**config.mk**
```make
export PLATFORM = sky130hd
export DESIGN_NAME = ethApbDecode_flat
export DESIGN_NICKNAME = d
export VERILOG_FILES = /design/src/common/ethApbPkg.sv /design/src/common/ethRegAccessIf.sv /design/src/rtl/ethApbDecode.sv /design/src/flat_wrapper.sv
export SDC_FILE = /design/constraint.sdc
export NUM_CORES = 1
export LEC_CHECK = 0
export BUFFER_PORTS_ARGS = -buffer_cell sky130_fd_sc_hd__buf_2
export CORE_AREA = 2 2 97 99
export DETAILED_ROUTE_END_ITERATION = 16
export DIE_AREA = 0 0 99 101
export SLEW_MARGIN = 20
export SYNTH_ARGS = -nofsm -noshare
export SYNTH_HDL_FRONTEND = slang
export SYNTH_SLANG_ARGS = --single-unit
```
**constraint.sdc**
```tcl
create_clock -name vclk -period 2.25
set_input_delay 0.45 -clock vclk [all_inputs]
set_output_delay 0.45 -clock vclk [all_outputs]
set_load 0.02 [all_outputs]
```
**src/common/ethApbPkg.sv**
```systemverilog
////////////////////
// Ethernet MAC host interface constants
// Bus widths, APB address windows, register map and reset values
////////////////////
package ethApbPkg;

  ////////////////////
  // Bus widths
  ////////////////////
  localparam int DataWidth    = 32;          // APB data bus
  localparam int AddrWidth    = 32;          // APB address bus
  localparam int WordIdxWidth = 8;           // Word index, address bits 9..2
  localparam int IdxLsb       = 2;           // Byte offset bits below the index

  ////////////////////
  // Address windows
  ////////////////////
  // 0x000-0x3FF registers, 0x400-0x7FF descriptors, 0x800-0xFFF miss
  localparam int WinBitHi = 11;              // Set for the miss window
  localparam int WinBitLo = 10;              // Registers vs descriptors

  ////////////////////
  // Register word indices
  ////////////////////
  localparam logic [WordIdxWidth-1:0] ModerIdx    = 8'h00;  // Offset 0x00
  localparam logic [WordIdxWidth-1:0] TxBdNumIdx  = 8'h08;  // Offset 0x20
  localparam logic [WordIdxWidth-1:0] MacAddr0Idx = 8'h10;  // Offset 0x40
  localparam logic [WordIdxWidth-1:0] MacAddr1Idx = 8'h11;  // Offset 0x44
  localparam logic [WordIdxWidth-1:0] Hash0Idx    = 8'h12;  // Offset 0x48
  localparam logic [WordIdxWidth-1:0] Hash1Idx    = 8'h13;  // Offset 0x4C

  ////////////////////
  // Register values and write masks
  ////////////////////
  // Mode register comes up with PAD and CRCEN set
  localparam logic [DataWidth-1:0] ModerReset = 32'h0000_A000;

  // Only the low 17 mode bits exist
  localparam logic [DataWidth-1:0] ModerMask = 32'h0001_FFFF;

  // Half of the 128 descriptors go to transmit by default
  localparam logic [DataWidth-1:0] TxBdNumReset = 32'h0000_0040;
  localparam logic [DataWidth-1:0] TxBdNumMax   = 32'h0000_0080;

  // Upper MAC address register holds bytes 0 and 1 only
  localparam logic [DataWidth-1:0] MacAddr1Mask = 32'h0000_FFFF;

  ////////////////////
  // Descriptor memory
  ////////////////////
  localparam int BdWords = 256;              // One word per index value

endpackage

```
**src/common/ethRegAccessIf.sv**
```systemverilog
////////////////////
// Decoded word access
// One APB access phase routed to a single target
////////////////////
`timescale 1ns/1ps

interface ethRegAccessIf;

  logic                                 sel;    // Access phase, in window
  logic                                 write;  // High for a write
  logic [ethApbPkg::WordIdxWidth-1:0]   idx;    // Word index
  logic [ethApbPkg::DataWidth-1:0]      wdata;
  logic [ethApbPkg::DataWidth-1:0]      rdata;  // Valid with ready on a read
  logic                                 ready;  // Access ends this cycle

  // Decoder side
  modport master (
    output sel,
    output write,
    output idx,
    output wdata,
    input  rdata,
    input  ready
  );

  // Register file and descriptor memory side
  modport target (
    input  sel,
    input  write,
    input  idx,
    input  wdata,
    output rdata,
    output ready
  );

endinterface

```
**src/rtl/ethApbDecode.sv**
```systemverilog
////////////////////
// APB window decoder
// Routes each access to registers or descriptors, merges the
// responses and answers the miss window with an error
////////////////////
`timescale 1ns/1ps

module ethApbDecode (
  input  logic                             psel_i,
  input  logic                             penable_i,
  input  logic                             pwrite_i,
  input  logic [ethApbPkg::AddrWidth-1:0]  paddr_i,
  input  logic [ethApbPkg::DataWidth-1:0]  pwdata_i,
  output logic [ethApbPkg::DataWidth-1:0]  prdata_o,
  output logic                             pready_o,
  output logic                             pslverr_o,
  ethRegAccessIf.master                    regAcc,
  ethRegAccessIf.master                    bdAcc
);

  logic accessPhase;   // psel and penable both high
  logic inRegWin;
  logic inBdWin;
  logic inMissWin;
  logic missSel;
  logic readDone;      // A read completes this cycle

  logic [ethApbPkg::WordIdxWidth-1:0] wordIdx;

  ////////////////////
  // Address classification
  ////////////////////
  assign accessPhase = psel_i & penable_i;

  assign inMissWin = paddr_i[ethApbPkg::WinBitHi];                      // 0x800-0xFFF
  assign inBdWin   = ~paddr_i[ethApbPkg::WinBitHi] & paddr_i[ethApbPkg::WinBitLo];
  assign inRegWin  = ~paddr_i[ethApbPkg::WinBitHi] & ~paddr_i[ethApbPkg::WinBitLo];

  assign wordIdx = paddr_i[ethApbPkg::IdxLsb +: ethApbPkg::WordIdxWidth];

  ////////////////////
  // Target requests
  ////////////////////
  // Both targets see the same index and data, only sel differs
  assign regAcc.sel   = accessPhase & inRegWin;
  assign regAcc.write = pwrite_i;
  assign regAcc.idx   = wordIdx;
  assign regAcc.wdata = pwdata_i;

  assign bdAcc.sel    = accessPhase & inBdWin;
  assign bdAcc.write  = pwrite_i;
  assign bdAcc.idx    = wordIdx;
  assign bdAcc.wdata  = pwdata_i;

  // Nothing lives here, so complete at once with an error
  assign missSel = accessPhase & inMissWin;

  ////////////////////
  // APB response
  ////////////////////
  assign pready_o  = (regAcc.sel & regAcc.ready) | (bdAcc.sel & bdAcc.ready) | missSel;
  assign pslverr_o = missSel;

  assign readDone = pready_o & ~pwrite_i;

  // Read data is zero except in the cycle a read completes
  always_comb
  begin
    prdata_o = '0;
    if (readDone)
    begin
      if (regAcc.sel)
        prdata_o = regAcc.rdata;
      else if (bdAcc.sel)
        prdata_o = bdAcc.rdata;
    end
  end

endmodule

```
**src/flat_wrapper.sv**
```systemverilog
// flat-port wrapper written by rule: the top's interface ports become plain ports
module ethApbDecode_flat 
  (psel_i, penable_i, pwrite_i, paddr_i, pwdata_i, prdata_o, pready_o, pslverr_o, regAcc_sel, regAcc_write, regAcc_idx, regAcc_wdata, regAcc_rdata, regAcc_ready, bdAcc_sel, bdAcc_write, bdAcc_idx, bdAcc_wdata, bdAcc_rdata, bdAcc_ready);
  ethRegAccessIf regAcc_i ();
  ethRegAccessIf bdAcc_i ();
  input  logic psel_i;
  input  logic penable_i;
  input  logic pwrite_i;
  input  logic [ethApbPkg::AddrWidth-1:0] paddr_i;
  input  logic [ethApbPkg::DataWidth-1:0] pwdata_i;
  output logic [ethApbPkg::DataWidth-1:0] prdata_o;
  output logic pready_o;
  output logic pslverr_o;
  output wire logic [$bits(regAcc_i.sel)-1:0] regAcc_sel;
  output wire logic [$bits(regAcc_i.write)-1:0] regAcc_write;
  output wire logic [$bits(regAcc_i.idx)-1:0] regAcc_idx;
  output wire logic [$bits(regAcc_i.wdata)-1:0] regAcc_wdata;
  input wire logic [$bits(regAcc_i.rdata)-1:0] regAcc_rdata;
  input wire logic [$bits(regAcc_i.ready)-1:0] regAcc_ready;
  output wire logic [$bits(bdAcc_i.sel)-1:0] bdAcc_sel;
  output wire logic [$bits(bdAcc_i.write)-1:0] bdAcc_write;
  output wire logic [$bits(bdAcc_i.idx)-1:0] bdAcc_idx;
  output wire logic [$bits(bdAcc_i.wdata)-1:0] bdAcc_wdata;
  input wire logic [$bits(bdAcc_i.rdata)-1:0] bdAcc_rdata;
  input wire logic [$bits(bdAcc_i.ready)-1:0] bdAcc_ready;
  assign regAcc_sel = regAcc_i.sel;
  assign regAcc_write = regAcc_i.write;
  assign regAcc_idx = regAcc_i.idx;
  assign regAcc_wdata = regAcc_i.wdata;
  assign regAcc_i.rdata = regAcc_rdata;
  assign regAcc_i.ready = regAcc_ready;
  assign bdAcc_sel = bdAcc_i.sel;
  assign bdAcc_write = bdAcc_i.write;
  assign bdAcc_idx = bdAcc_i.idx;
  assign bdAcc_wdata = bdAcc_i.wdata;
  assign bdAcc_i.rdata = bdAcc_rdata;
  assign bdAcc_i.ready = bdAcc_ready;
  ethApbDecode u_core (.psel_i(psel_i), .penable_i(penable_i), .pwrite_i(pwrite_i), .paddr_i(paddr_i), .pwdata_i(pwdata_i), .prdata_o(prdata_o), .pready_o(pready_o), .pslverr_o(pslverr_o), .regAcc(regAcc_i), .bdAcc(bdAcc_i));
endmodule
```
# After elaboration in Yosys (flattened, before gate mapping)
# Index checks and enable logic that the tools add are counted.
dict set report op_classes {
  muxes 3
  n_bitwise 14
}
# cell count
set op_table {}
lappend op_table {{$mux 32} 3}
lappend op_table {{$and 1x1->1} 9}
lappend op_table {{$not 1->1} 3}
lappend op_table {{$or 1x1->1} 2}
dict set report word_totals {
  reg_bits 0
  in_bits 133
  output_inout_bits 118
  word_cells 17
}

# Logic depth before layout (Yosys ltp)
# Gate-level depths: netlist of run 1.
dict set report depth {
  depth_word 8
  mapped_depth 5
  depth_no_buf 3
}

# Least setup slack after synthesis of run 1
# No wires, ideal clock.
dict set report synth_path {
  path_type {input to output}
  from {input paddr_i[11] (netlist name)}
  to {output prdata_o[22] (netlist name)}
  t_arrival_ps 1458
  path_buffers 2
  path_stages 5
  setup_slack_ps 342
  required_time_ps 1800
  cell_sequence {and4bb_2 buf_2 buf_2 a22oi_1 nor2_1}
}
dict set report synth_between {
  elab_chain_len 8
  elab_cells_between_ends 14
  classes_between {mux (3); bitwise (11)}
}
# item line_no
set synth_lines {}
lappend synth_lines {{from (decl)} flat_wrapper.sv:9} ;# input logic [ethApbPkg::AddrWidth-1:0] paddr_i;
lappend synth_lines {{$not 1->1 (*)} ethApbDecode.sv:37} ;# assign inRegWin = ~paddr_i[ethApbPkg::WinBitHi] & ~paddr_i[ethApbPkg::WinBitLo];
lappend synth_lines {{$and 1x1->1 (*)} ethApbDecode.sv:37}
lappend synth_lines {{$and 1x1->1 (*)} ethApbDecode.sv:45} ;# assign regAcc.sel = accessPhase & inRegWin;
lappend synth_lines {{named net regAcc_sel} flat_wrapper.sv:14} ;# output wire logic [$bits(regAcc_i.sel)-1:0] regAcc_sel;
lappend synth_lines {{$and 1x1->1} ethApbDecode.sv:61} ;# assign pready_o = (regAcc.sel & regAcc.ready) | (bdAcc.sel & bdAcc.ready) | missSel;
lappend synth_lines {{$or 1x1->1 (2 in a row)} ethApbDecode.sv:61}
lappend synth_lines {{$and 1x1->1} ethApbDecode.sv:64} ;# assign readDone = pready_o & ~pwrite_i;
lappend synth_lines {{$mux 32 (*)} ethApbDecode.sv:70} ;# if (readDone)
lappend synth_lines {{to (decl)} flat_wrapper.sv:11} ;# output logic [ethApbPkg::DataWidth-1:0] prdata_o;
# The timed path passes the listed nets; every way through them passes the cells marked *.

# Worst setup path after layout of run 1
dict set report layout_path {
  from {input paddr_i[10] (netlist name)}
  to {output prdata_o[1] (netlist name)}
}
dict set report layout_between {
  elab_chain_len 8
  elab_cells_between_ends 13
  classes_between {mux (3); bitwise (10)}
}
# item line_no
set layout_lines {}
lappend layout_lines {{$not 1->1} ethApbDecode.sv:37}
lappend layout_lines {{$and 1x1->1} ethApbDecode.sv:37}
lappend layout_lines {{$and 1x1->1} ethApbDecode.sv:45}
lappend layout_lines {{$and 1x1->1} ethApbDecode.sv:61}
lappend layout_lines {{$or 1x1->1 (2 in a row)} ethApbDecode.sv:61}
lappend layout_lines {{$and 1x1->1} ethApbDecode.sv:64}
lappend layout_lines {{$mux 32 (*)} ethApbDecode.sv:70}
# Mark *: on every way between the ends. The rest lies on a longest branch, timed or not.

==> flow_summary_export.csv, run 1 <==
group,metric,value,unit
run_status,outcome,"complete, no violations",
floorplan,coreArea,0.008977,mm^2
synth,syn_area,0.001121,mm^2
final_layout,finalInstanceArea,0.001146,mm^2
grt,grt_usage,0.05788,
detailed_routing,drt-met1-wl,1149,um
worst_setup_path,crit_path_top_delay_cell,"a211o_4",
clock_tree,cts.repair.resized,0,
worst_setup_path,critPathKind,"primary input to output pin",
detailed_routing,ant_nets,0,
timing,max_freq,0.4891,GHz
detailed_routing,detail_route.vias_per_cell,3.767,
timing,worstMarginPinSlew,368.5,ps
detailed_routing,first_pass_iters,4,
final_layout,nClkBuffers,0,
worst_setup_path,critPathArrivalTime,1590,ps
worst_setup_path,end_kind,"output pin",
final_layout,drive_gt1_frac,0.6324,
power_and_ir_drop,leakagePower,0.0005851,uW
floorplan,die_w,99,um
detailed_routing,maxUsedRoutingLayer,"met4",
final_layout,areaGrowthSynthToFinish,2.232,%
timing,fin_ws,205.6,ps
floorplan,start_util,0.1249,
floorplan,die_y,101,um
final_layout,antennaDiodeCount,0,
worst_setup_path,cp_cell_sequence,"buf_2 > mux2i_1 > a211o_4 > nor2_1 > buf_2",
run,cap_violations,0,
timing,fin_crit_sh,0.9086,
grt,antenna_found_initial,0,
grt,grt_pass1_vias,947,
final_layout,seq_cell_count,0,
detailed_routing,dr_wl_met3,446,um
timing,rsz0062_at_grt,"false",
final_layout,fin_cells,296,
placed_design,dpl.hpwl,3000,um
timing,finalSetupViolations,0,
final_layout,fin_nets,320,
floorplan,dieArea,0.009999,mm^2
timing,slew_viol_final,0,
synth,ys_seq_area_frac,0,
final_layout,layout.cells.most_common,"buf_2",
final_layout,seqCellArea,0,um^2
placed_design,dpl_cell_area,0.001146,mm^2
clock_tree,cts_hold_buf,0,
final_layout,fillers,1046,
power_and_ir_drop,ir_drop,0.02460,mV
synth,syn_nets,298,
clock_tree,cts_setup_buffers,0,
synth,synth_cell_types,13,
power_and_ir_drop,fin_total_pwr,121.8,uW
placed_design,pre_cts_slack,188.5,ps
placed_design,placedCellCount,296,
worst_hold_path,min_path_cells,0,
detailed_routing,wire_per_inst,12.19,um
worst_hold_path,hold_class,"primary input to output pin",
floorplan,ioPinCount,251,
grt,grt_pass1_wl,4767,um
detailed_routing,drt_iter0_drc,34,
grt,grt-ovfl-total,0,
grt,grt_max_degree,33,
worst_setup_path,cp-start-kind,"primary input",
placed_design,routabilityCongestion,0.6537,
worst_setup_path,path_max_fanout,32,
timing,final-hold-violation-count,0,
power_and_ir_drop,powerDensity,106.2,mW/mm^2
detailed_routing,num_vias,1115,
synth,synth_warnings,0,
synth,syn_area_per_cell,6.794,um^2
final_layout,multi_input_area,427.9,um^2
worst_setup_path,required,1800,ps
timing,final.min_clock_period,2044,ps
detailed_routing,wl_met2,1772,um
detailed_routing,post-route-drc-count,0,
timing,slew_headroom,0.7543,
synth,synthCells,165,
floorplan,rows,35,
worst_setup_path,cp_common_cell,"buf_2",
detailed_routing,wl,3608,um
placed_design,io_buffers,109,
timing,fin_setup_tns,0,ps
worst_setup_path,max_stage_delay,510,ps
final_layout,layout_common_cells,"buf_2, a22oi_1, nor2_1",
## critical path: cells and delay by family
family                 cells  cell delay [ps]
AOI/OAI and AO/OA          1              510
and+or+nand+nor            1              180
muxes                      1              150
buffers and inverters      2              300
## metrics by stage
stage	hold slack (ps)	utilization
final	900.0	0.1277
after global routing	900.0	0.1277
after CTS	900.2	0.1277
after detailed placement	900.2	0.1277
after global placement	900.2	0.1277
after floorplan	1013	-
## routing by layer
layer  vias up  GRT usage
met5         -          0
met4         0    0.03793
met1       484    0.05624
met3        42    0.01526
li1        514          -
met2        75     0.1076
## synth_stat cells, drive strengths merged
library cell | count | area [um^2]
nand2 | 1 | 3.750
buf | 93 | 689.4
a211o | 1 | 17.52
and4b | 1 | 10.01
a21oi | 1 | 5.000
and4bb | 1 | 12.51
mux2i | 1 | 10.01
nor2 | 33 | 128.9
inv | 1 | 3.750
a22oi | 32 | 240.2
## logic make-up (layout without fill, tap and decap cells)
group | after synthesis | in the layout | synth area share
compound gates | 34 | 34 | 0.2344
buf+inv | 94 | 114 | 0.6183
mux | 1 | 1 | 0.008929
simple gates | 36 | 36 | 0.1384
## power breakdown
part / switching (uW) / internal (uW) / leakage (uW)
Sequential: 0 / 0 / 0
Combinational: 58.2 / 63.6 / 0.000585
Clock: 0 / 0 / 0
Total: 58.2 / 63.6 / 0.000585
## cell type report
class,count,area share
Inverter,1,0.003275
Multi-Input combinational cell,71,0.3734
Tap cell,111,0.1212
Timing Repair Buffer,113,0.5022
## final timing paths
kind        start              to  slack, ps
max   paddr_i[10]     prdata_o[1]        210
min   pwdata_i[3]  bdAcc_wdata[3]        900
Note: power is estimated with default switching activity, not from simulation.
==> inputs of run 2 (changes only) <==
- ABC_AREA: not set -> 1
- CORE_AREA: 2 2 97 99 -> 2 2 96 98
- DIE_AREA: 0 0 99 101 -> 0 0 98 100
==> run 2 against run 1 <==
Via count grew 31%. Critical path type unchanged. Synthesized area grew 27%. Final cell count grew 36%. Flip-flop and latch count is the same. Critical endpoint unchanged.
==> flow_summary_export.csv, run 2 <==
group,metric,value,unit
final_layout,seq_cell_count,0,
run_status,outcome,"complete, no violations",
detailed_routing,num_vias,1462,
synth,synth_most_common_cell,"buf_4",
timing,slew_viol_final,0,
floorplan,rows,35,
power_and_ir_drop,powerDensity,104.9,mW/mm^2
final_layout,fillers,1069,
final_layout,layout_common_cells,"buf_2, nand2_1, inv_1",
synth,synth_top_family_by_area,"buffers and inverters",
synth,ys_seq_area_frac,0,
worst_setup_path,critPathArrivalTime,1570,ps
synth,syn_area_per_cell,5.275,um^2
synth,yosysTopAreaCell,"buf_4",
placed_design,dpl.hpwl,3402,um
placed_design,routabilityCongestion,0.6711,
final_layout,drive_gt1_frac,0.4178,
grt,grt_pass1_wl,6417,um
synth,synth-simple-area-share,0.4074,
synth,synthMuxAreaShare,0,
worst_setup_path,end_kind,"output pin",
detailed_routing,post-route-drc-count,0,
synth,synth_warnings,0,
floorplan,die_w,98,um
final_layout,layout.cells.most_common,"buf_2",
timing,final-hold-violation-count,0,
detailed_routing,detail_route.vias_per_cell,3.628,
clock_tree,cts.repair.resized,0,
detailed_routing,wl,4080,um
power_and_ir_drop,fin_total_pwr,157.3,uW
synth,synth_fa_ha_area_frac,0,
synth,synth_top_cell_area_share,0.4497,
synth,synth-xor-area-share,0,
worst_setup_path,cp-start-kind,"primary input",
grt,grt_max_degree,21,
timing,max_freq,0.4951,GHz
worst_setup_path,critPathKind,"primary input to output pin",
detailed_routing,drt_iter0_drc,26,
detailed_routing,first_pass_iters,3,
power_and_ir_drop,ir_drop,0.04845,mV
timing,slew_headroom,0.8538,
clock_tree,cts_hold_buf,0,
final_layout,antennaDiodeCount,0,
synth,synth.top_cells.by_count,"buf_4, nand2_1, inv_1",
synth,synth_compound_area_frac,0,
placed_design,io_buffers,109,
final_layout,fin_nets,427,
final_layout,nClkBuffers,0,
floorplan,die_y,100,um
floorplan,coreArea,0.008890,mm^2
detailed_routing,wire_per_inst,10.12,um
timing,finalSetupViolations,0,
detailed_routing,ant_nets,0,
timing,final.min_clock_period,2020,ps
run,cap_violations,0,
worst_hold_path,hold_class,"primary input to output pin",
final_layout,seqCellArea,0,um^2
synth,synth.area.top_cells,"buf_4, nand2_1, nand3_1",
synth,synth_cell_types,12,
worst_setup_path,required,1800,ps
worst_setup_path,path_max_fanout,14,
timing,fin_setup_tns,0,ps
timing,worstMarginPinSlew,219.0,ps
clock_tree,cts_setup_buffers,0,
floorplan,ioPinCount,251,
final_layout,areaGrowthSynthToFinish,5.644,%
timing,rsz0062_at_grt,"false",
floorplan,dieArea,0.009800,mm^2
timing,fin_crit_sh,0.8977,
synth,synthCells,269,
synth,syn_nets,402,
grt,grt_usage,0.07773,
floorplan,start_util,0.1596,
synth,syn_area,0.001419,mm^2
grt,grt_pass1_vias,1308,
power_and_ir_drop,leakagePower,0.0009073,uW
grt,grt-ovfl-total,0,
grt,antenna_found_initial,0,
[run 2: changes by cell type in the layout (fill, tap and decap cells not counted), moves of 2 or more]
cell,change
a22oi_1,-32
buf_12,+3
inv_1,+34
inv_2,+2
nand2_1,+66
nand3_1,+34
nor2_1,+2
nor2_2,-2
[run 2: layout make-up]
class,count,area (um^2),area share
Timing Repair Buffer,117,643.1,0.4290
Tap cell,111,138.9,0.09265
Inverter,37,138.9,0.09265
Multi-Input combinational cell,138,578.1,0.3856
[run 2: path summary, 6_finish.rpt]
kind | from | cells after the start | end
worst min-delay path | pwdata_i[17] | 0 | bdAcc_wdata[17]
worst max-delay path | paddr_i[11] | 10 | prdata_o[1]
[run 2: power by group]
group | internal, uW | switching, uW | leakage [uW] | total [uW]
logic | 74.4 | 82.8 | 0.000907 | 157
clock network | 0 | 0 | 0 | 0
registers | 0 | 0 | 0 | 0
total | 74.4 | 82.8 | 0.000907 | 157
[run 2: kinds of logic (layout without fill, tap and decap cells)]
kind of cell | Yosys count | in the layout
buf+inv | 131 | 154
simple gates | 138 | 138
[run 2: worst max-delay path, stage by stage]
cell	delay [ps]
buf_2	130
nor2_1	130
nand2_1	80
inv_2	180
buf_12	180
nand2_1	50
nand2_1	60
inv_1	40
nor2_1	80
buf_2	190
[run 2: per-layer routing]
metal  wire length [um]  GRT usage  vias to the layer above  share of wire
li1                   -          -                      759              -
met3                391    0.01602                       42          0.096
met1               1459    0.08491                      592           0.36
met4                244    0.03953                        0          0.060
met2               1984     0.1423                       69           0.49
met5                  0          0                        -              0
[run 2: through the flow]
| step | util | hold slack (ps) | setup slack [ps] | cell area (um^2) | cells |
|---|---|---|---|---|---|
| final | 0.1686 | 900.0 | 230.1 | 1499 | 403 |
| after global routing | 0.1686 | 900.0 | 60.18 | 1499 | 403 |
| after CTS | 0.1686 | 900.2 | 199.6 | 1499 | 403 |
| after detailed placement | 0.1686 | 900.2 | 202.9 | 1499 | 403 |
| after global placement | 0.1686 | 900.2 | 185.7 | 1499 | 403 |
| after floorplan | - | 988.7 | 411.1 | 1419 | 269 |
