--- config.mk ---
export PLATFORM = sky130hd
export DESIGN_NAME = ethRegFile_flat
export DESIGN_NICKNAME = d
export VERILOG_FILES = /design/src/common/ethApbPkg.sv /design/src/common/ethRegAccessIf.sv /design/src/rtl/ethRegFile/ethRegFile.sv /design/src/flat_wrapper.sv
export SDC_FILE = /design/constraint.sdc
export NUM_CORES = 1
export LEC_CHECK = 0
export ABC_AREA = 1
export BUFFER_PORTS_ARGS = -buffer_cell sky130_fd_sc_hd__buf_2
export CELL_PAD_IN_SITES_DETAIL_PLACEMENT = 0
export CELL_PAD_IN_SITES_GLOBAL_PLACEMENT = 1
export CORE_MARGIN = 2
export CORE_UTILIZATION = 45
export CTS_CLUSTER_SIZE = 10
export DETAILED_ROUTE_END_ITERATION = 10
export GPL_ROUTABILITY_DRIVEN = 0
export PLACE_DENSITY = 0.8
export SETUP_SLACK_MARGIN = 0.02
export SLEW_MARGIN = 20
export SYNTH_ARGS = -nofsm -noshare
export SYNTH_HDL_FRONTEND = slang
export SYNTH_SLANG_ARGS = --single-unit
--- constraint.sdc ---
create_clock -name pclk_i -period 1.85 [get_ports pclk_i]
set_input_delay 0.0925 -clock pclk_i [delete_from_list [all_inputs] [get_ports pclk_i]]
set_output_delay 0.0925 -clock pclk_i [all_outputs]
set_load 0.1 [all_outputs]
--- src/common/ethApbPkg.sv ---
////////////////////
// Ethernet MAC host interface constants
// Bus widths, APB address windows, register map and reset values
////////////////////
package ethApbPkg;

  ////////////////////
  // Bus widths
  ////////////////////
  localparam int DataWidth    = 32;          // APB data bus
  localparam int AddrWidth    = 32;          // APB address bus
  localparam int WordIdxWidth = 8;           // Word index, address bits 9..2
  localparam int IdxLsb       = 2;           // Byte offset bits below the index

  ////////////////////
  // Address windows
  ////////////////////
  // 0x000-0x3FF registers, 0x400-0x7FF descriptors, 0x800-0xFFF miss
  localparam int WinBitHi = 11;              // Set for the miss window
  localparam int WinBitLo = 10;              // Registers vs descriptors

  ////////////////////
  // Register word indices
  ////////////////////
  localparam logic [WordIdxWidth-1:0] ModerIdx    = 8'h00;  // Offset 0x00
  localparam logic [WordIdxWidth-1:0] TxBdNumIdx  = 8'h08;  // Offset 0x20
  localparam logic [WordIdxWidth-1:0] MacAddr0Idx = 8'h10;  // Offset 0x40
  localparam logic [WordIdxWidth-1:0] MacAddr1Idx = 8'h11;  // Offset 0x44
  localparam logic [WordIdxWidth-1:0] Hash0Idx    = 8'h12;  // Offset 0x48
  localparam logic [WordIdxWidth-1:0] Hash1Idx    = 8'h13;  // Offset 0x4C

  ////////////////////
  // Register values and write masks
  ////////////////////
  // Mode register comes up with PAD and CRCEN set
  localparam logic [DataWidth-1:0] ModerReset = 32'h0000_A000;

  // Only the low 17 mode bits exist
  localparam logic [DataWidth-1:0] ModerMask = 32'h0001_FFFF;

  // Half of the 128 descriptors go to transmit by default
  localparam logic [DataWidth-1:0] TxBdNumReset = 32'h0000_0040;
  localparam logic [DataWidth-1:0] TxBdNumMax   = 32'h0000_0080;

  // Upper MAC address register holds bytes 0 and 1 only
  localparam logic [DataWidth-1:0] MacAddr1Mask = 32'h0000_FFFF;

  ////////////////////
  // Descriptor memory
  ////////////////////
  localparam int BdWords = 256;              // One word per index value

endpackage

--- src/common/ethRegAccessIf.sv ---
////////////////////
// Decoded word access
// One APB access phase routed to a single target
////////////////////
`timescale 1ns/1ps

interface ethRegAccessIf;

  logic                                 sel;    // Access phase, in window
  logic                                 write;  // High for a write
  logic [ethApbPkg::WordIdxWidth-1:0]   idx;    // Word index
  logic [ethApbPkg::DataWidth-1:0]      wdata;
  logic [ethApbPkg::DataWidth-1:0]      rdata;  // Valid with ready on a read
  logic                                 ready;  // Access ends this cycle

  // Decoder side
  modport master (
    output sel,
    output write,
    output idx,
    output wdata,
    input  rdata,
    input  ready
  );

  // Register file and descriptor memory side
  modport target (
    input  sel,
    input  write,
    input  idx,
    input  wdata,
    output rdata,
    output ready
  );

endinterface

--- src/rtl/ethRegFile/ethRegFile.sv ---
////////////////////
// Ethernet configuration registers
// Mode, descriptor count, MAC address and hash table with their
// reset values and write rules, zero wait states
////////////////////
`timescale 1ns/1ps

module ethRegFile (
  input  logic           pclk_i,
  input  logic           prstn_i,
  ethRegAccessIf.target  acc
);

  logic [ethApbPkg::DataWidth-1:0] moderQ;     // MODER
  logic [ethApbPkg::DataWidth-1:0] txBdNumQ;   // TX_BD_NUM
  logic [ethApbPkg::DataWidth-1:0] macAddr0Q;  // MAC bytes 2..5
  logic [ethApbPkg::DataWidth-1:0] macAddr1Q;  // MAC bytes 0..1
  logic [ethApbPkg::DataWidth-1:0] hash0Q;
  logic [ethApbPkg::DataWidth-1:0] hash1Q;

  logic wrEn;
  logic txBdNumOk;

  assign wrEn = acc.sel & acc.write;

  // Counts above the descriptor total are dropped
  assign txBdNumOk = (acc.wdata <= ethApbPkg::TxBdNumMax);

  ////////////////////
  // Register writes
  ////////////////////
  always_ff @(posedge pclk_i or negedge prstn_i)
  begin
    if (!prstn_i)
    begin
      moderQ    <= ethApbPkg::ModerReset;
      txBdNumQ  <= ethApbPkg::TxBdNumReset;
      macAddr0Q <= '0;
      macAddr1Q <= '0;
      hash0Q    <= '0;
      hash1Q    <= '0;
    end
    else if (wrEn)
    begin
      case (acc.idx)
        ethApbPkg::ModerIdx:
        begin
          moderQ <= acc.wdata & ethApbPkg::ModerMask;
        end
        ethApbPkg::TxBdNumIdx:
        begin
          if (txBdNumOk)
            txBdNumQ <= acc.wdata;   // Old value kept otherwise
        end
        ethApbPkg::MacAddr0Idx:
        begin
          macAddr0Q <= acc.wdata;
        end
        ethApbPkg::MacAddr1Idx:
        begin
          macAddr1Q <= acc.wdata & ethApbPkg::MacAddr1Mask;
        end
        ethApbPkg::Hash0Idx:
        begin
          hash0Q <= acc.wdata;
        end
        ethApbPkg::Hash1Idx:
        begin
          hash1Q <= acc.wdata;
        end
        default:
        begin
          // Unmapped word, write is dropped
        end
      endcase
    end
  end

  ////////////////////
  // Read mux
  ////////////////////
  always_comb
  begin
    case (acc.idx)
      ethApbPkg::ModerIdx:    acc.rdata = moderQ;
      ethApbPkg::TxBdNumIdx:  acc.rdata = txBdNumQ;
      ethApbPkg::MacAddr0Idx: acc.rdata = macAddr0Q;
      ethApbPkg::MacAddr1Idx: acc.rdata = macAddr1Q;
      ethApbPkg::Hash0Idx:    acc.rdata = hash0Q;
      ethApbPkg::Hash1Idx:    acc.rdata = hash1Q;
      default:                acc.rdata = '0;   // Unmapped reads zero
    endcase
  end

  // No wait states, every access ends in its first cycle
  assign acc.ready = acc.sel;

endmodule

--- src/flat_wrapper.sv ---
// flat-port wrapper written by rule: the top's interface ports become plain ports
module ethRegFile_flat 
  (pclk_i, prstn_i, acc_sel, acc_write, acc_idx, acc_wdata, acc_rdata, acc_ready);
  ethRegAccessIf acc_i ();
  input  logic pclk_i;
  input  logic prstn_i;
  input wire logic [$bits(acc_i.sel)-1:0] acc_sel;
  input wire logic [$bits(acc_i.write)-1:0] acc_write;
  input wire logic [$bits(acc_i.idx)-1:0] acc_idx;
  input wire logic [$bits(acc_i.wdata)-1:0] acc_wdata;
  output wire logic [$bits(acc_i.rdata)-1:0] acc_rdata;
  output wire logic [$bits(acc_i.ready)-1:0] acc_ready;
  assign acc_i.sel = acc_sel;
  assign acc_i.write = acc_write;
  assign acc_i.idx = acc_idx;
  assign acc_i.wdata = acc_wdata;
  assign acc_rdata = acc_i.rdata;
  assign acc_ready = acc_i.ready;
  ethRegFile u_core (.pclk_i(pclk_i), .prstn_i(prstn_i), .acc(acc_i));
endmodule
# Word-level counts from Yosys, hierarchy flattened
# Cells that the tools add are included.
# Widths: inputs -> output; s select.
[op_classes]
magnitude_cmp = 1
eq_ne = 5
n_mux = 1
bitwise = 1
reduce_logical = 7
[ops]
columns = ["cell", "count"]
rows = [
  ["$pmux 32 s6", 1],
  ["$eq 8x5->1 const B", 4],
  ["$le 32x8->1 const B", 1],
  ["$reduce_and 2->1", 5],
  ["$eq 8x4->1 const B", 1],
  ["$logic_not 8->1", 1],
  ["$reduce_and 3->1", 1],
  ["$and 1x1->1", 1],
]
[word_totals]
ff_bits = 161
in_bits = 44

# Longest topological paths before layout
# Gate-level depths: netlist (run 1).
[logic_depth]
ltp_word = 2
ltp_mapped = 10
depth_no_buf = 10

# Worst setup path after synthesis (run 1)
# No wires, ideal clock.
[synth_timing]
kind = "input -> output"
startpoint = "input acc_idx[2]"
endpoint = "output acc_rdata[16]"
arrival_ns = 1.709
setup_slack_ns = 0.049
cell_stages = 8
path_buffers = 1
path_cell_list = "inv_1 -> nand2_2 -> nor2_1 -> nand2_1 -> clkinv_1 -> clkbuf_1 -> nand2_1 -> nand4_1"
[synth_via]
elab_chain_len = 2
word_cells_on_any_way = 7
[synth_lines]
columns = ["element", "line_no", "source"]
rows = [
  ["start, declared", "flat_wrapper.sv:9", "input wire logic [$bits(acc_i.idx)-1:0] acc_idx;"],
  ["$eq 8x5->1 (tied with other cells)", "ethRegFile.sv:84", "case (acc.idx)"],
  ["$pmux 32 s6 *", "ethRegFile.sv:84", ""],
  ["end, declared", "flat_wrapper.sv:11", "output wire logic [$bits(acc_i.rdata)-1:0] acc_rdata;"],
]
# Every way passes the cells marked *; elsewhere a longest branch is shown, timed or not.

# Worst setup path in the final report (run 1)
[layout_timing]
startpoint = "input acc_wdata[18]"
endpoint = "register u_core.txBdNumQ[2] (netlist name)"
[layout_via]
elab_chain_len = 2
[layout_lines]
columns = ["element", "line_no", "source"]
rows = [
  ["start, declared", "flat_wrapper.sv:10", "input wire logic [$bits(acc_i.wdata)-1:0] acc_wdata;"],
  ["$le 32x8->1", "ethRegFile.sv:27", "assign txBdNumOk = (acc.wdata <= ethApbPkg::TxBdNumMax);"],
  ["$reduce_and 3->1 (no line)", "-", ""],
  ["end signal, assigned", "ethRegFile.sv:37", "txBdNumQ <= ethApbPkg::TxBdNumReset;"],
  ["end signal, assigned", "ethRegFile.sv:53", "txBdNumQ <= acc.wdata;"],
  ["end, declared", "ethRegFile.sv:15", "logic [ethApbPkg::DataWidth-1:0] txBdNumQ;"],
]
# Every way passes these cells.
# A chain may end at the register's enable or synchronous reset.

==> results of run 1 <==
-- what timing repair did --
action | in CTS | in global routing
hold buffers | 22 | 0
setup endpoints to repair | 0 | 0
endpoints found under the hold margin | 83 | 0
-- power groups by stage --
stage	Clock [mW]	Combinational, mW	Sequential (mW)
floorplan	0	0.185	3.71
global placement	0	0.405	3.72
detailed placement	0	0.408	3.72
CTS	3.44	0.444	3.66
global route	3.59	0.494	3.67
finish	3.39	0.437	3.66
-- kinds of logic after synthesis --
family / synth area share (%)
flip-flops: 55.3
buffers and inverters: 6.52
AO/OA/AOI/OAI: 9.95
AND/OR/NAND/NOR: 28.2
-- sequential cells by signal (all words and copies together), names as in the netlist --
name / cells
u_core.hash0Q: 32
u_core.hash1Q: 32
u_core.macAddr0Q: 32
u_core.macAddr1Q: 16
u_core.moderQ: 17
u_core.txBdNumQ: 32
-- how the worst max path moves through the flow --
stage | from | to | slack [ns] | depth (start not counted)
final | acc_wdata[18] | u_core.txBdNumQ[2]$_DFFE_PN0P_ | 0.25 | 10
after global placement | acc_idx[7] | u_core.txBdNumQ[25]$_DFFE_PN0P_ | 0.24 | 11
after global routing | acc_wdata[18] | u_core.txBdNumQ[0]$_DFFE_PN0P_ | 0.05 | 10
after floorplan | acc_idx[2] | acc_rdata[16] | 0.05 | 8
after detailed placement | acc_idx[7] | u_core.txBdNumQ[24]$_DFFE_PN0P_ | 0.24 | 11
after CTS | acc_wdata[18] | u_core.txBdNumQ[0]$_DFFE_PN0P_ | 0.27 | 10
-- area by class of cell --
class | instances | area (µm²)
inverter | 69 | 259
sequential | 161 | 4030
clock buffer | 21 | 450
tap | 216 | 270
multi-input combinational | 616 | 2800
timing repair buffer | 135 | 1550
fill | 1496 | 6410
clock inverter | 10 | 111
-- cells in the final DEF, fill, tap and decap left out, types with 2 or more instances in the layout --
cell type / netlist / layout
buf_12: 0 / 47
bufinv_16: 0 / 2
nor2_1: 70 / 69
inv_2: 6 / 6
nand4_1: 23 / 23
buf_4: 4 / 22
clkinv_2: 0 / 4
nor3_4: 3 / 3
clkbuf_16: 0 / 17
dfstp_2: 3 / 3
dlygate4sd3_1: 0 / 22
clkinvlp_4: 0 / 3
nand3_1: 74 / 74
nand2_2: 3 / 4
nor2_4: 2 / 3
dfrtp_1: 158 / 158
nand2_1: 307 / 306
inv_1: 62 / 62
buf_2: 20 / 43
clkbuf_1: 22 / 3
o21ai_1: 3 / 3
o21ai_0: 94 / 94
o21a_1: 32 / 32
-- metal layers --
metal / part of all wire (%) / up-vias / track usage, % / wire, µm
met3: 3.2 / 23 / 3.43 / 600
li1: - / 3066 / - / -
met1: 49 / 2944 / 32.7 / 9180
met2: 46 / 136 / 36.5 / 8770
met5: 0 / - / 0 / 0
met4: 1.7 / 0 / 7.31 / 319
-- worst reg2reg max path, cell delays in order, from the launching register on --
cell	delay, ns
dfstp_2	0.53
nand2_1	0.05
o21ai_0	0.09
==> impl_metrics.py, run 1 <==
metrics = {
    "global_route": {
        "grtUsageTotal_pct": 23.0,
        "grt.overflow.total": 0,
        "grt_pass1_wl_mm": 31.4,
        "grt_max_degree": 58,
        "grt_pass1_vias": 5970,
        "grt_antenna_before_repair": 0,
    },
    "floorplan": {
        "die_w_um": 131,
        "rows": 46,
        "die_area_mm2": 0.0172,
        "start_util_pct": 45.9,
        "die_h_um": 131,
        "pin_count": 77,
        "coreArea_mm2": 0.0159,
    },
    "logic_synthesis": {
        "synth_edf_count": 0,
        "syn_nets": 937,
        "yosysTopAreaCellShare_pct": 54.2,
        "ys_top_cells_by_count": "nand2_1 (307), dfrtp_1 (158), o21ai_0 (94), nand3_1 (74), nor2_1 (70)",
        "async_reset_ff_share_pct": 100,
        "syn_area_mm2": 0.00729,
        "synth_ff_type": "dfrtp_1",
        "synth.distinct_cells": 24,
        "synth_area_leaders": "dfrtp_1 (54%), nand2_1 (16%), o21ai_0 (6.5%)",
        "yosysWarnings": 0,
        "synth.ff_latch_count": 161,
        "post-synth-top-count-cell": "nand2_1",
        "syn_area_per_cell_um2": 8.17,
        "syn_inst": 893,
        "synth_top_area_cell": "dfrtp_1",
        "synth-seq-area-share_pct": 55.3,
    },
    "placement": {
        "io_buffer_count": 76,
        "placedCellCount": 1175,
        "dpl-instance-area_mm2": 0.00869,
        "dp_hpwl_mm": 12.5,
        "dpl_worst_slack_ns": 0.242,
    },
    "clock_tree": {
        "cts_setup_buffers": 0,
        "insertion_delay_ns": 0.42,
        "numClockSinks": 161,
        "clockBufferDepth": 2,
        "tritoncts.num_buffers": 17,
        "post_cts_resized": 0,
        "ctsRootBufferMaster": "clkbuf_16",
        "cts_tree": "yes",
        "htree_num_levels": 4,
        "clk_pin_slew_worst_paths_ns": 0.06,
    },
    "setup_path": {
        "critical_path_arrival_ns": 1.91,
        "critPathCaptureType": "register",
        "crit_top_cell": "nand2_1",
        "r2r.worst_path.cells": 2,
        "r2r-end": "u_core.moderQ[13]$_DFFE_PN1P_",
        "rrSetupSlack_ns": 1.11,
        "cp_num_buf_inv": 3,
        "r2r-start": "u_core.moderQ[13]$_DFFE_PN1P_",
        "path_class": "input port to register",
        "cp_slowest_cell": "dlygate4sd3_1",
        "crit_chain": "dlygate4sd3_1 > buf_2 > inv_1 > nand2_1 > nor2_1 > nand2_1 > nor2_2 > nand3_1 > nand2_1 > nand2_1",
        "critPathTopFamily": "simple AND/OR/NAND/NOR gates",
        "crit_fanout": 7,
        "required_ns": 2.16,
        "slowest_delay_ns": 0.53,
        "cp-start-kind": "input port",
    },
    "min_path": {
        "worst_hold_path_type": "input port to register",
        "min_path_cells": 3,
        "hp-start": "acc_wdata[23]",
        "hold_path_end": "u_core.macAddr0Q[23]$_DFFE_PN0P_",
    },
    "cells_and_area": {
        "nets": 1044,
        "drive_gt1_share_pct": 16.2,
        "final_cells": 1228,
        "antennaDiodeCount": 0,
        "syn_to_final_growth_pct": 29.9,
        "fin_area_mm2": 0.00947,
        "final_util_pct": 59.6,
    },
    "route": {
        "via_count": 6169,
        "wire_per_inst_um": 15.4,
        "ant_nets": 0,
        "vias_per_cell": 5.02,
        "first_pass_iters": 5,
        "drc": 0,
        "drt-initial-drc-count": 401,
        "wl_mm": 18.9,
    },
    "power_and_ir_drop": {
        "leakage_nw": 4.64,
        "power.switching_mw": 1.70,
        "p_comb_share_pct": 5.8,
        "power.share.clock_pct": 45.2,
        "powerDensity_mw_per_mm2": 790,
        "ir_drop_uv": 643,
        "power_mw": 7.48,
        "p_int_mw": 5.79,
        "seqPwrFrac_pct": 48.9,
        "sw_frac_of_total_pct": 22.7,
    },
    "timing": {
        "fin_ws_ns": 0.250,
        "relSlewSlack_pct": 63.3,
        "rsz0062_at_grt": "no",
        "finalHoldViolations": 0,
        "hold_slack_ns": 0.00485,
        "setup_viol": 0,
        "skew_ns": 0,
        "min_period_ns": 1.60,
        "drv_slew": 0,
        "fmax_ghz": 0.625,
        "setup_tns_ns": 0,
        "worst_pin_slew_ns": 0.551,
        "period_share_pct": 86.5,
    },
    "run_status": {
        "status": "completed",
    },
    "job": {
        "cap_violations": 0,
    },
}
(Power assumes the default switching activity.)
==> run 2, diff against run 1 <==
Settings changed: ABC_AREA 1 to not set, PLACE_DENSITY 0.8 to 0.73.
==> run 2 against run 1 <==
  * The run now ends with negative setup slack left
  * Fmax is 16% lower
  * Sequential cell count stayed put
  * Critical endpoint is now acc_rdata[7]
  * Register-to-register slack worse by 0.26 ns
  * Sequential share of layout area is 2.1 points lower
  * Die area hardly changed
  * Combinational power is 24% higher
  * Critical path depth is 6 lower
  * Wire length is 2.7% lower
==> impl_metrics.py, run 2 <==
metrics = {
    "global_route": {
        "grt_pass1_wl_mm": 30.1,
        "grt_pass1_vias": 5263,
        "grtUsageTotal_pct": 22.6,
        "grt_max_degree": 61,
        "grt_antenna_before_repair": 0,
        "grt.overflow.total": 0,
    },
    "setup_path": {
        "r2r.worst_path.cells": 3,
        "crit_fanout": 2,
        "rrSetupSlack_ns": 0.85,
        "path_class": "register to primary output",
        "required_ns": 1.76,
        "cp-start-kind": "register",
        "critical_path_arrival_ns": 1.81,
        "r2r-end": "u_core.hash1Q[3]$_DFFE_PN0P_",
        "critPathCaptureType": "primary output",
        "r2r-start": "u_core.hash1Q[3]$_DFFE_PN0P_",
    },
    "logic_synthesis": {
        "yosysTopAreaCellShare_pct": 54.2,
        "synth-adder-area-share_pct": 0,
        "yosysWarnings": 0,
        "synth_edf_count": 0,
        "synth.area.mux_share_pct": 29.7,
        "synth.distinct_cells": 34,
        "synth_ff_type": "dfrtp_1",
        "async_reset_ff_share_pct": 100,
        "syn_nets": 558,
        "syn_area_mm2": 0.00729,
        "syn_inst": 514,
        "synth_top_area_cell": "dfrtp_1",
        "ys_top_cells_by_count": "dfrtp_1 (158), mux2_2 (95), mux2_4 (30), nand2_1 (29)",
        "synth.ff_latch_count": 161,
        "synth_area_leaders": "dfrtp_1 (54%), mux2_2 (15%), mux2_4 (6.2%)",
        "synth-seq-area-share_pct": 55.3,
        "syn_area_per_cell_um2": 14.2,
        "synth_xor_area_share_pct": 0,
        "post-synth-top-count-cell": "dfrtp_1",
        "synthSimpleGateAreaFrac_pct": 6.57,
        "synth_compound_area_share_pct": 5.70,
        "synth_top_family_by_area": "multiplexers",
    },
    "power_and_ir_drop": {
        "p_comb_share_pct": 7.3,
        "sw_frac_of_total_pct": 22.9,
        "ir_drop_uv": 657,
        "p_int_mw": 5.75,
        "power.switching_mw": 1.71,
        "powerDensity_mw_per_mm2": 748,
        "power.share.clock_pct": 44.0,
        "seqPwrFrac_pct": 48.8,
        "leakage_nw": 4.91,
    },
    "floorplan": {
        "pin_count": 77,
        "die_h_um": 131,
        "die_area_mm2": 0.0172,
        "rows": 46,
        "coreArea_mm2": 0.0159,
        "start_util_pct": 45.9,
        "die_w_um": 131,
    },
    "cells_and_area": {
        "nets": 700,
        "drive_gt1_share_pct": 54.9,
        "layout_commonest_cell": "dfrtp_1",
        "fin_area_mm2": 0.00997,
        "syn_to_final_growth_pct": 36.7,
        "final_cells": 885,
        "fillerInstances": 1230,
        "antennaDiodeCount": 0,
        "final_cell_mix": "dfrtp_1 (158), mux2_2 (95), buf_4 (60), buf_12 (44), buf_2 (42)",
    },
    "clock_tree": {
        "tritoncts.num_buffers": 17,
        "clockBufferDepth": 2,
        "insertion_delay_ns": 0.42,
        "numClockSinks": 161,
        "ctsRootBufferMaster": "clkbuf_16",
        "cts_tree": "yes",
        "htree_num_levels": 4,
        "clk_pin_slew_worst_paths_ns": 0.06,
    },
    "route": {
        "drt-initial-drc-count": 322,
        "first_pass_iters": 5,
        "drc": 0,
        "wl_mm": 18.4,
        "wire_per_inst_um": 20.7,
        "ant_nets": 0,
        "vias_per_cell": 5.49,
        "via_count": 4859,
    },
    "run_status": {
        "violations": "negative setup slack",
        "status": "finished, violations left",
    },
    "job": {
        "cap_violations": 0,
    },
    "timing": {
        "skew_ns": 0,
        "setup_viol": 10,
        "finalHoldViolations": 0,
        "rsz0062_at_grt": "yes",
        "fmax_ghz": 0.525,
        "relSlewSlack_pct": 60.4,
        "drv_slew": 0,
        "period_share_pct": 103,
        "min_period_ns": 1.90,
        "worst_pin_slew_ns": 0.595,
        "fin_ws_ns": -0.0537,
    },
    "placement": {
        "io_buffer_count": 76,
        "dpl-instance-area_mm2": 0.00918,
        "dp_hpwl_mm": 12.2,
        "placedCellCount": 836,
    },
    "min_path": {
        "min_path_cells": 3,
        "worst_hold_path_type": "input port to register",
        "hold_path_end": "u_core.hash1Q[24]$_DFFE_PN0P_",
        "hp-start": "acc_wdata[24]",
    },
}
## run 2: cell types whose count changed after synthesis, moves of 15 or more
| cell | previous run | this run |
|---|---|---|
| nand3_1 | 74 | 4 |
| mux2i_1 | 0 | 23 |
| mux2_2 | 0 | 95 |
| o21a_1 | 32 | 1 |
| o21ai_0 | 94 | 0 |
| nor2b_1 | 0 | 23 |
| mux2_4 | 0 | 30 |
| nand2_1 | 307 | 29 |
| inv_1 | 62 | 2 |
| nand4_1 | 23 | 2 |
| o22ai_1 | 0 | 19 |
| a22oi_1 | 0 | 15 |
| nor2_1 | 70 | 10 |
## run 2: metal layers
metal	global-route usage, %	part of all wire (%)	vias up
li1	-	-	2179
met1	31.6	46	2557
met2	35.8	49	107
met3	4.44	4.2	16
met4	7.19	1.1	0
met5	0	0	-
## run 2: logic make-up (layout without fill, tap and decap cells)
group	Yosys count	count (layout)
multiplexers	172	172
flip-flops	161	161
AND/OR/NAND/NOR	88	88
AO/OA/AOI/OAI	56	56
buffers and inverters	37	192
## run 2: power groups by stage
stage	combinational [mW]	sequential (mW)	clock [mW]
6_report	0.541	3.64	3.28
3_3_place_gp	0.506	3.69	0
4_1_cts	0.547	3.64	3.34
3_5_place_dp	0.519	3.70	0
2_1_floorplan	0.219	3.69	0
5_1_grt	0.590	3.64	3.51
## run 2: how the worst max path moves through the flow
stage                            startpoint                        endpoint
2_1_floorplan                    acc_idx[2]                   acc_rdata[18]
3_3_place_gp                  acc_wdata[25]  u_core.txBdNumQ[5]$_DFFE_PN0P_
3_5_place_dp                  acc_wdata[25]  u_core.txBdNumQ[4]$_DFFE_PN0P_
4_1_cts        u_core.hash1Q[4]$_DFFE_PN0P_                    acc_rdata[4]
5_1_grt        u_core.hash1Q[5]$_DFFE_PN0P_                    acc_rdata[5]
6_report       u_core.hash1Q[7]$_DFFE_PN0P_                    acc_rdata[7]
## run 2: layout make-up
class                   count  area [µm²]  area share (%)
repair buffers            158        1670            16.7
clock buffers              22         464            4.66
well taps                 216         270            2.71
multi-input cells         316        3440            34.5
clock inverters            10        86.3           0.866
inverters                   2        7.51          0.0753
flip-flops and latches    161        4030            40.4
## run 2: critical path: stages, from the launching register on
cell	delay [ns]
dfrtp_1	0.38
mux4_2	0.48
a32oi_2	0.24
nand2_2	0.11
buf_12	0.18
## run 2: what timing repair did
| item | CTS | global route |
|---|---|---|
| endpoints found under the setup margin | 13 | 28 |
| pin swaps | 21 | 10 |
| buffers inserted | 6 | 2 |
| hold endpoints to repair | 85 | 0 |
| resized for setup | 4 | 8 |
| hold buffers | 10 | 0 |
## run 2: through the flow
| stage | hold slack, ns | power (mW) | setup slack, ns | TNS, ns | utilization [%] |
|---|---|---|---|---|---|
| floorplan | -0.203 | 3.91 | -0.0790 | -0.699 | - |
| global placement | 0.117 | 4.20 | -0.146 | -2.61 | 57.8 |
| detailed placement | 0.124 | 4.22 | -0.170 | -2.71 | 57.8 |
| CTS | 0.00591 | 7.53 | -0.0473 | -0.397 | 62.4 |
| global route | 0.0143 | 7.74 | -0.111 | -1.01 | 62.8 |
| finish | 0.0296 | 7.46 | -0.0537 | -0.214 | 62.8 |
